==> src/fetch_pkg.sv <==
package fetch_pkg;

    // byte address or pc value
    typedef logic [63:0] addr_t;
    // one 32-bit instruction word
    typedef logic [31:0] instr_t;
    // one cache line, same width as the memory response
    typedef logic [127:0] line_t;

    // cache geometry, direct mapped
    localparam int LINE_BYTES = 16;
    localparam int NUM_LINES  = 16;
    localparam int OFFSET_W   = 4;
    localparam int INDEX_W    = 4;
    localparam int TAG_W      = 56;

    typedef logic [INDEX_W-1:0] index_t;
    typedef logic [TAG_W-1:0]   tag_t;

    // first fetch address out of reset
    localparam addr_t RESET_PC = 64'h0000_0000_8000_0000;

    // cache controller states
    // lookup: compare and deliver on hit
    // req: line request held until memory takes it
    // wait: refill in flight for the current pc
    // drop: refill in flight but a redirect made it stale
    typedef enum logic [1:0] {
        ST_LOOKUP,
        ST_REQ,
        ST_WAIT,
        ST_DROP
    } ctrl_state_t;

endpackage
==> src/fetch_top.sv <==
`timescale 1ns/1ps

module fetch_top (
    input  logic              clk,
    input  logic              rst,
    // redirect from the core
    input  logic              redirect_valid_i,
    input  fetch_pkg::addr_t  redirect_pc_i,
    // decode handshake
    input  logic              instr_ready_i,
    output logic              instr_valid_o,
    output fetch_pkg::instr_t instr_o,
    output fetch_pkg::addr_t  instr_pc_o,
    // memory request
    input  logic              mem_req_ready_i,
    output logic              mem_req_valid_o,
    output fetch_pkg::addr_t  mem_addr_o,
    // memory response, one full line
    input  logic              mem_resp_valid_i,
    input  fetch_pkg::line_t  mem_resp_data_i,
    output logic              mem_resp_ready_o
);

    import fetch_pkg::*;

    addr_t  pc;
    logic   pc_advance;
    logic   hit;
    instr_t hit_word;
    logic   fill_en;
    addr_t  fill_pc;
    line_t  fill_line;
    logic   buf_load;
    logic   buf_free;

    pc_gen u_pc_gen (
        .clk              (clk),
        .rst              (rst),
        .redirect_valid_i (redirect_valid_i),
        .redirect_pc_i    (redirect_pc_i),
        .advance_i        (pc_advance),
        .pc_o             (pc)
    );

    icache_array u_icache_array (
        .clk         (clk),
        .rst         (rst),
        .pc_i        (pc),
        .fill_en_i   (fill_en),
        .fill_pc_i   (fill_pc),
        .fill_line_i (fill_line),
        .hit_o       (hit),
        .word_o      (hit_word)
    );

    icache_ctrl u_icache_ctrl (
        .clk              (clk),
        .rst              (rst),
        .pc_i             (pc),
        .redirect_valid_i (redirect_valid_i),
        .hit_i            (hit),
        .buf_free_i       (buf_free),
        .mem_req_ready_i  (mem_req_ready_i),
        .mem_resp_valid_i (mem_resp_valid_i),
        .mem_resp_data_i  (mem_resp_data_i),
        .buf_load_o       (buf_load),
        .pc_advance_o     (pc_advance),
        .mem_req_valid_o  (mem_req_valid_o),
        .mem_addr_o       (mem_addr_o),
        .mem_resp_ready_o (mem_resp_ready_o),
        .fill_en_o        (fill_en),
        .fill_pc_o        (fill_pc),
        .fill_line_o      (fill_line)
    );

    // a redirect flushes the held instruction
    instr_buf u_instr_buf (
        .clk           (clk),
        .rst           (rst),
        .flush_i       (redirect_valid_i),
        .load_i        (buf_load),
        .instr_i       (hit_word),
        .pc_i          (pc),
        .instr_ready_i (instr_ready_i),
        .free_o        (buf_free),
        .instr_valid_o (instr_valid_o),
        .instr_o       (instr_o),
        .instr_pc_o    (instr_pc_o)
    );

endmodule

==> src/instr_buf.sv <==
`timescale 1ns/1ps

module instr_buf (
    input  logic              clk,
    input  logic              rst,
    // redirect drops whatever is held
    input  logic              flush_i,
    input  logic              load_i,
    input  fetch_pkg::instr_t instr_i,
    input  fetch_pkg::addr_t  pc_i,
    input  logic              instr_ready_i,
    output logic              free_o,
    output logic              instr_valid_o,
    output fetch_pkg::instr_t instr_o,
    output fetch_pkg::addr_t  instr_pc_o
);

    import fetch_pkg::*;

    logic   valid_q;
    instr_t instr_q;
    addr_t  pc_q;

    // empty, or the held entry leaves on this edge
    assign free_o = !valid_q || instr_ready_i;

    always_ff @(posedge clk) begin
        if (rst) begin
            valid_q <= 1'b0;
        end else if (flush_i) begin
            // a transfer on this edge still completes for the old stream
            valid_q <= 1'b0;
        end else if (load_i) begin
            valid_q <= 1'b1;
        end else if (instr_ready_i) begin
            valid_q <= 1'b0;
        end
    end

    // payload only moves on a load, so it holds under back-pressure
    always_ff @(posedge clk) begin
        if (load_i) begin
            instr_q <= instr_i;
            pc_q    <= pc_i;
        end
    end

    assign instr_valid_o = valid_q;
    assign instr_o       = instr_q;
    assign instr_pc_o    = pc_q;

endmodule

==> src/icache_ctrl.sv <==
`timescale 1ns/1ps

module icache_ctrl (
    input  logic              clk,
    input  logic              rst,
    input  fetch_pkg::addr_t  pc_i,
    input  logic              redirect_valid_i,
    // lookup result and buffer space
    input  logic              hit_i,
    input  logic              buf_free_i,
    // memory request handshake
    input  logic              mem_req_ready_i,
    // memory response handshake
    input  logic              mem_resp_valid_i,
    input  fetch_pkg::line_t  mem_resp_data_i,
    output logic              buf_load_o,
    output logic              pc_advance_o,
    output logic              mem_req_valid_o,
    output fetch_pkg::addr_t  mem_addr_o,
    output logic              mem_resp_ready_o,
    output logic              fill_en_o,
    output fetch_pkg::addr_t  fill_pc_o,
    output fetch_pkg::line_t  fill_line_o
);

    import fetch_pkg::*;

    ctrl_state_t state_q;
    ctrl_state_t state_d;

    // line address of the outstanding miss
    addr_t miss_addr_q;
    addr_t pc_line;
    logic  resp_hs;

    // clear the byte offset within a line
    assign pc_line = pc_i & ~addr_t'(LINE_BYTES - 1);

    assign resp_hs = mem_resp_valid_i && mem_resp_ready_o;

    always_comb begin
        state_d = state_q;
        case (state_q)
            ST_LOOKUP: begin
                // a miss under a redirect is not for the new pc, skip it
                if (!hit_i && !redirect_valid_i) begin
                    state_d = ST_REQ;
                end
            end
            ST_REQ: begin
                // request stays up until taken, even across a redirect
                if (mem_req_ready_i) begin
                    state_d = redirect_valid_i ? ST_DROP : ST_WAIT;
                end
            end
            ST_WAIT: begin
                if (resp_hs) begin
                    state_d = ST_LOOKUP;
                end else if (redirect_valid_i) begin
                    state_d = ST_DROP;
                end
            end
            ST_DROP: begin
                // line is still good for its own address, fill and move on
                if (resp_hs) begin
                    state_d = ST_LOOKUP;
                end
            end
            default: state_d = ST_LOOKUP;
        endcase
    end

    always_ff @(posedge clk) begin
        if (rst) begin
            state_q <= ST_LOOKUP;
        end else begin
            state_q <= state_d;
        end
    end

    // capture the line on the miss edge
    always_ff @(posedge clk) begin
        if (state_q == ST_LOOKUP && state_d == ST_REQ) begin
            miss_addr_q <= pc_line;
        end
    end

    // deliver only on a hit with room, never in a redirect cycle
    assign buf_load_o   = (state_q == ST_LOOKUP) && hit_i && buf_free_i && !redirect_valid_i;
    assign pc_advance_o = buf_load_o;

    assign mem_req_valid_o  = (state_q == ST_REQ);
    assign mem_addr_o       = miss_addr_q;
    assign mem_resp_ready_o = (state_q == ST_WAIT) || (state_q == ST_DROP);

    // response goes straight into the array on the handshake edge
    assign fill_en_o   = resp_hs;
    assign fill_pc_o   = miss_addr_q;
    assign fill_line_o = mem_resp_data_i;

endmodule

==> src/icache_array.sv <==
`timescale 1ns/1ps

module icache_array (
    input  logic              clk,
    input  logic              rst,
    // lookup side
    input  fetch_pkg::addr_t  pc_i,
    // refill side
    input  logic              fill_en_i,
    input  fetch_pkg::addr_t  fill_pc_i,
    input  fetch_pkg::line_t  fill_line_i,
    output logic              hit_o,
    output fetch_pkg::instr_t word_o
);

    import fetch_pkg::*;

    // one valid bit per line, the only state that needs reset
    logic [NUM_LINES-1:0] valid_q;
    tag_t                 tag_q  [NUM_LINES];
    line_t                data_q [NUM_LINES];

    index_t     rd_idx;
    tag_t       rd_tag;
    logic [1:0] word_sel;
    line_t      rd_line;
    index_t     wr_idx;

    // split the lookup pc into tag, index and word
    assign rd_idx   = pc_i[OFFSET_W +: INDEX_W];
    assign rd_tag   = pc_i[OFFSET_W + INDEX_W +: TAG_W];
    assign word_sel = pc_i[3:2];

    // fill address selects the line to overwrite
    assign wr_idx = fill_pc_i[OFFSET_W +: INDEX_W];

    // combinational compare on the registered arrays
    assign rd_line = data_q[rd_idx];
    assign hit_o   = valid_q[rd_idx] && (tag_q[rd_idx] == rd_tag);

    // four words per line, pc bits 3:2 pick one
    assign word_o = rd_line[word_sel * 32 +: 32];

    always_ff @(posedge clk) begin
        if (rst) begin
            valid_q <= '0;
        end else if (fill_en_i) begin
            valid_q[wr_idx] <= 1'b1;
        end
    end

    // tag and data only change on a refill
    always_ff @(posedge clk) begin
        if (fill_en_i) begin
            tag_q[wr_idx]  <= fill_pc_i[OFFSET_W + INDEX_W +: TAG_W];
            data_q[wr_idx] <= fill_line_i;
        end
    end

endmodule

==> src/pc_gen.sv <==
`timescale 1ns/1ps

module pc_gen (
    input  logic              clk,
    input  logic              rst,
    // redirect from the core, one cycle pulse
    input  logic              redirect_valid_i,
    input  fetch_pkg::addr_t  redirect_pc_i,
    // current pc was handed to the output buffer
    input  logic              advance_i,
    output fetch_pkg::addr_t  pc_o
);

    import fetch_pkg::*;

    addr_t pc_q;
    addr_t pc_seq;

    // next sequential fetch, no compressed instructions
    assign pc_seq = pc_q + addr_t'(4);

    always_ff @(posedge clk) begin
        if (rst) begin
            pc_q <= RESET_PC;
        end else if (redirect_valid_i) begin
            // redirect wins over a delivery in the same cycle,
            // that instruction is flushed anyway
            pc_q <= redirect_pc_i;
        end else if (advance_i) begin
            pc_q <= pc_seq;
        end
    end

    // pc being looked up this cycle
    assign pc_o = pc_q;

endmodule

==> config.mk <==
export PLATFORM = sky130hd
export DESIGN_NAME = fetch_top
export DESIGN_NICKNAME = d
export VERILOG_FILES = /design/src/fetch_pkg.sv /design/src/fetch_top.sv /design/src/instr_buf.sv /design/src/icache_ctrl.sv /design/src/icache_array.sv /design/src/pc_gen.sv
export SDC_FILE = /design/constraint.sdc
export NUM_CORES = 2
export LEC_CHECK = 0
export BUFFER_PORTS_ARGS = -buffer_cell sky130_fd_sc_hd__clkbuf_2
export CORE_MARGIN = 3
export CORE_UTILIZATION = 50
export DETAILED_ROUTE_END_ITERATION = 10
export PLACE_DENSITY_LB_ADDON = 0.05
export SKIP_CTS_REPAIR_TIMING = 1
export SYNTH_ARGS = -nofsm -noshare
export SYNTH_HDL_FRONTEND = slang
export SYNTH_SLANG_ARGS = --single-unit
==> constraint.sdc <==
create_clock -name clk -period 15.35 [get_ports clk]
set_input_delay 0.7675 -clock clk [delete_from_list [all_inputs] [get_ports clk]]
set_output_delay 0.7675 -clock clk [all_outputs]
set_load 0.1 [all_outputs]
**Word level (Yosys, flattened, before mapping)**

Memories as Yosys holds them, arrays and structs flattened. A register that Yosys moved wholly into a read port is not among the register bits.
Index checks and enable logic that the tools add are counted.

- Add/subtract/negate cells: 1
- $lt $le $gt $ge: 3
- Eq/ne operators: 5
- Shift operators: 1
- Multiplexer cells: 21
- Bitwise gates (word level): 1
- Reductions and logical operators: 17

Operators by type and width:

| cell | number |
|---|---|
| 64-bit 2-to-1 mux | 2 |
| 128-bit by 8-bit indexed part select with 32-bit output | 1 |
| 64-bit by 3-bit adder with 64-bit output (second input constant) | 1 |
| 56-bit equality test | 1 |
| 4-bit 2-to-1 mux | 4 |
| 16-bit OR | 1 |
| 4-bit by 5-bit less-than comparator with 1-bit output (second input constant) | 2 |
| 2-bit 2-to-1 mux | 5 |
| 1-bit logical AND | 8 |
| 2-bit one-hot mux with 4 select lines | 1 |
| 1-bit 2-to-1 mux | 7 |
| 1-bit binary-select mux with 4-bit select | 1 |
| 1-bit demux with 4-bit select | 1 |
| 2-bit by 1-bit equality test with 1-bit output (second input constant) | 2 |
| 2-bit equality test (second input constant) | 2 |
| 4-bit by 1-bit greater-or-equal comparator with 1-bit output (second input constant) | 1 |
| 2-bit nonzero test | 2 |
| 1-bit zero test | 3 |
| 2-bit zero test | 1 |
| 1-bit logical OR | 2 |
| 2-bit OR reduction | 1 |

- Flip-flop bits (word level): 239
- Bits in writable memories: 2944
- Input port bits: 198
- Memories kept: 2

Memories:

| memory | depth | bits a word | rd ports | clocked after Yosys merged registers in | write ports | line | RTL |
|---|---|---|---|---|---|---|---|
| u_icache_array.data_q | 16 | 128 | 1 | 1 | 1 | icache_array.sv:21 | `line_t data_q [NUM_LINES];` |
| u_icache_array.tag_q | 16 | 56 | 1 | 1 | 1 | icache_array.sv:20 | `tag_t tag_q [NUM_LINES];` |

**Logic depth before layout (Yosys ltp)**

- Word-level depth: 10
- Mapped depth: 18

**Cells and area by module**

Synthesis repeated with hierarchy kept, for this count alone.

- Cell total of the unflattened synthesis: 5491
- Area total of the unflattened synthesis: 123796.2 um^2

Modules (own cells, without submodules):

| module | instances | cells an instance | area each (um^2) |
|---|---|---|---|
| icache_array | 1 | 4644 | 113485.1 |
| pc_gen | 1 | 474 | 3963.8 |
| icache_ctrl | 1 | 273 | 3414.5 |
| instr_buf | 1 | 100 | 2932.8 |

**Least setup slack after synthesis**

OpenSTA, ideal clock, no wires.

- Path type: reg-to-reg
- Start: reg u_icache_ctrl.miss_addr_q[5] (netlist: u_icache_ctrl.fill_pc_o[5])
- End: mem u_icache_array.data_q[0][0] in the netlist's numbering, enable pin
- Arrival: 13807 ps
- Required time: 14395 ps
- Path slack: 588 ps
- Stages on the path, launching flop included: 3
- Path buffers: 0
- Cell sequence: edfxtp_1 or3_1 nor3_1

RTL lines:

| item | line | RTL |
|---|---|---|
| from (decl) | icache_ctrl.sv:32 | `addr_t miss_addr_q;` |
| from (signal assigned) | icache_ctrl.sv:84 | `miss_addr_q <= pc_line;` |
| to (decl) | icache_array.sv:21 |  |

No word-level cell before the write port.

==> run metrics <==
Slew HR 26.2%; CTS max path bufs 4; DRC Markers 0; CP top delay family simple AND/OR/NAND/NOR gates; worst hold start redirect_pc_i[59]; Slew Viols, Final 0; Worst-path clk slew about 0.060 ns; period utilization 44.9%; CTS root buf clkbuf_16; RSZ-0062 raised after global routing no; Leakage Power ~44 nW; Startpoint Class flop; clock buffer count from CTS between 300 and 400; FMAX 0.145 GHz; Post-Route Skew 0.0615 ns; CP max stage delay 0.85 ns; Synth Warn # 0; # IOs about 360; H-tree levels 5; die area ~250000 µm²; WHS Endpoint u_pc_gen.pc_o[59]; die height 501 µm; first-pass GRT wire length 465 mm; CTS tree yes; vias 59006; setup_tns 0 ns; post-synthesis async set-or-reset flop share 0%; drt wl/cell approximately 35 µm; Final WS setup roughly 8.5 ns; Initial Util approximately half; flop2flop setup slack between 8 and 9 ns; final hold vios 0; Pwr Density about 130 nW/µm²; Arr. time, crit path just under 8 ns; vias per cell 6.30; Total GRT Usage 26.4%; register bit total from synthesis 3187; Hold Crit Depth 3; largest net degree at the start of global routing 124; status complete, no violations; Min-Delay Path Class input port to flop; Buf+Inv Stages, Crit Path 2; vias in the first global route 59791; initial antenna violation count 46; Mapped Area 122000 µm²; clk sinks around 3200; WP data required 16.18 ns; Seq/Total Area, Yosys 77.5%; detailed placement HPWL between 150 and 200 mm; Worst Setup Path Type flop to flop; Reg2Reg Depth 13; Hold Slack 0.0678 ns; Worst path slowest cell dfxtp_4; critical path fanouts, max 44; TritonRoute pass-1 iters 8; Filler cells 17759; Clk Latency, worst-skew pair 0.94 ns; initial DRC count between 6000 and 7000; # rows 180; CP Capture Type flop; Max-cap violations 0; die width 501 µm; P&R area growth vs syn 13.6%; ys flop type edfxtp_1; GP Congestion around 0.88; port bufs 356; pre-CTS setup slack approximately 8.5 ns; antenna viol nets, final 0; share of layout cells above drive strength 1 a little under a third; core footprint around 240000 µm²; CP Cell Sequence buf_4 -> buf_4 -> mux4_2 -> a22o_1 -> a221oi_2 -> xnor2_1 -> or4_4 -> nor4_4 -> nand4_4 -> nor4b_4 -> nand2_2 -> or4_1 -> a32oi_1; syn avg cell area roughly 23 µm²; Design Power between 15 and 20 mW; total wire length 330 mm; global route overflow 0; RR Endpoint u_pc_gen.pc_o[31]; cell count after synthesis around 5300; Peak VDD IR 0.000106 V; placed inst area between 100000 and 150000 µm²; worst slew pin tran 1.10 ns; post-route cell area around 140000 µm²; synth unique cells 84; min cycle time layout 6.89 ns; nets@finish 6099; Setup Viol. Count Final 0; EDFF count, synth 3100; CP dominant cell by count buf_4
-- cells in the mapped netlist, types with 25 or more instances --
cell type / count / share of area (%)
edfxtp_1: 3100 / 76
a22oi_1: 41 / 0.25
nand3_1: 49 / 0.20
a21oi_1: 43 / 0.18
inv_1: 46 / 0.14
nand2_1: 107 / 0.33
xor2_1: 28 / 0.20
nor3_1: 25 / 0.10
buf_1: 58 / 0.18
xnor2_1: 48 / 0.34
dfxtp_1: 87 / 1.4
buf_2: 37 / 0.15
nand4_1: 29 / 0.15
nor2_1: 108 / 0.33
mux4_2: 856 / 16
o21a_1: 25 / 0.15
mux2i_1: 154 / 1.3
clkbuf_1: 156 / 0.48
-- worst min-delay path: stages --
cell and delay (ns):
clkbuf_2 0.07, nand2_1 0.04, o21ai_0 0.06
-- logic make-up (layout without fill, tap and decap cells) --
logic type / Yosys count / in the layout / share of synthesized area (%)
xor gates and xnor gates: 76 / 76 / 0.544
other: 1 / 18 / 0.00307
AOI/OAI and AO/OA: 253 / 253 / 1.50
DFF: 3187 / 3187 / 77.5
buffers and inverters: 342 / 1157 / 1.31
and+or+nand+nor: 455 / 455 / 1.93
muxes: 1028 / 1028 / 17.2
adders and majority gates: 1 / 1 / 0.0102
-- power by group --
| part | total, mW | internal [mW] | switching (mW) |
|---|---|---|---|
| combinational | 0.991 | 0.375 | 0.615 |
| sequential | 9.74 | 9.61 | 0.122 |
| clock | 7.97 | 4.72 | 3.25 |
-- routing by layer --
layer  up-vias  GRT usage, %  wire [µm]
li1      23852             -          -
met1     32271          36.5     133000
met2      2357          44.7     168000
met3       512          3.66      20500
met4        14          6.81       9130
met5         -             0         97
-- worst max-delay path by stage --
stage	start	end	slack, ns	cells past startpoint
2_1_floorplan	u_icache_ctrl.fill_pc_o[5]	u_icache_array.data_q[0][0]	0.59	2
3_3_place_gp	flop	u_pc_gen.pc_o[31]	8.50	13
3_5_place_dp	flop	u_pc_gen.pc_o[31]	8.47	13
4_1_cts	flop	u_pc_gen.pc_o[31]	8.43	13
5_1_grt	flop	u_pc_gen.pc_o[37]	8.01	13
6_report	flop	u_pc_gen.pc_o[31]	8.46	13
-- sequential cells by signal, summed over array words and instances (netlist names), named ones only --
signal and cells:
u_instr_buf.instr_o 32, u_instr_buf.instr_valid_o 1, u_icache_array.valid_q 16, u_icache_ctrl.state_q 2, u_instr_buf.instr_pc_o 64, u_icache_array.data_q 2048
u_pc_gen.pc_o 64, u_icache_ctrl.fill_pc_o 60, u_icache_array.tag_q 896
-- placed cells by master (no fill, tap or decap), types with 30 or more instances in the layout --
cell type	n
edfxtp_1	3100
mux4_2	856
clkbuf_2	355
clkbuf_16	354
mux2i_1	154
buf_4	128
nand2_1	107
nor2_1	96
clkinv_1	91
dfxtp_1	81
clkbuf_1	69
clkinv_2	52
nand3_1	49
xnor2_1	48
inv_1	45
a21oi_1	43
a22oi_1	41
bufinv_16	30
-- through the flow --
step | instances | utilization, %
2_1_floorplan | 5346 | -
3_3_place_gp | 8737 | 53.0
3_5_place_dp | 8737 | 53.0
4_1_cts | 9346 | 57.4
5_1_grt | 9352 | 57.4
6_report | 9360 | 57.4
-- layout make-up --
| cell class | instances | area (µm²) | area share [%] |
|---|---|---|---|
| flip-flops and latches | 3187 | 94900 | 68.3 |
| diodes | 14 | 35.0 | 0.0252 |
| clock buffers | 427 | 9170 | 6.60 |
| repair buffers | 500 | 3080 | 2.22 |
| inverters | 48 | 188 | 0.135 |
| well taps | 3185 | 3990 | 2.87 |
| clock inverters | 182 | 1600 | 1.15 |
| multi-input cells | 1817 | 26000 | 18.7 |
No activity file was read; power rests on OpenSTA's default activity.
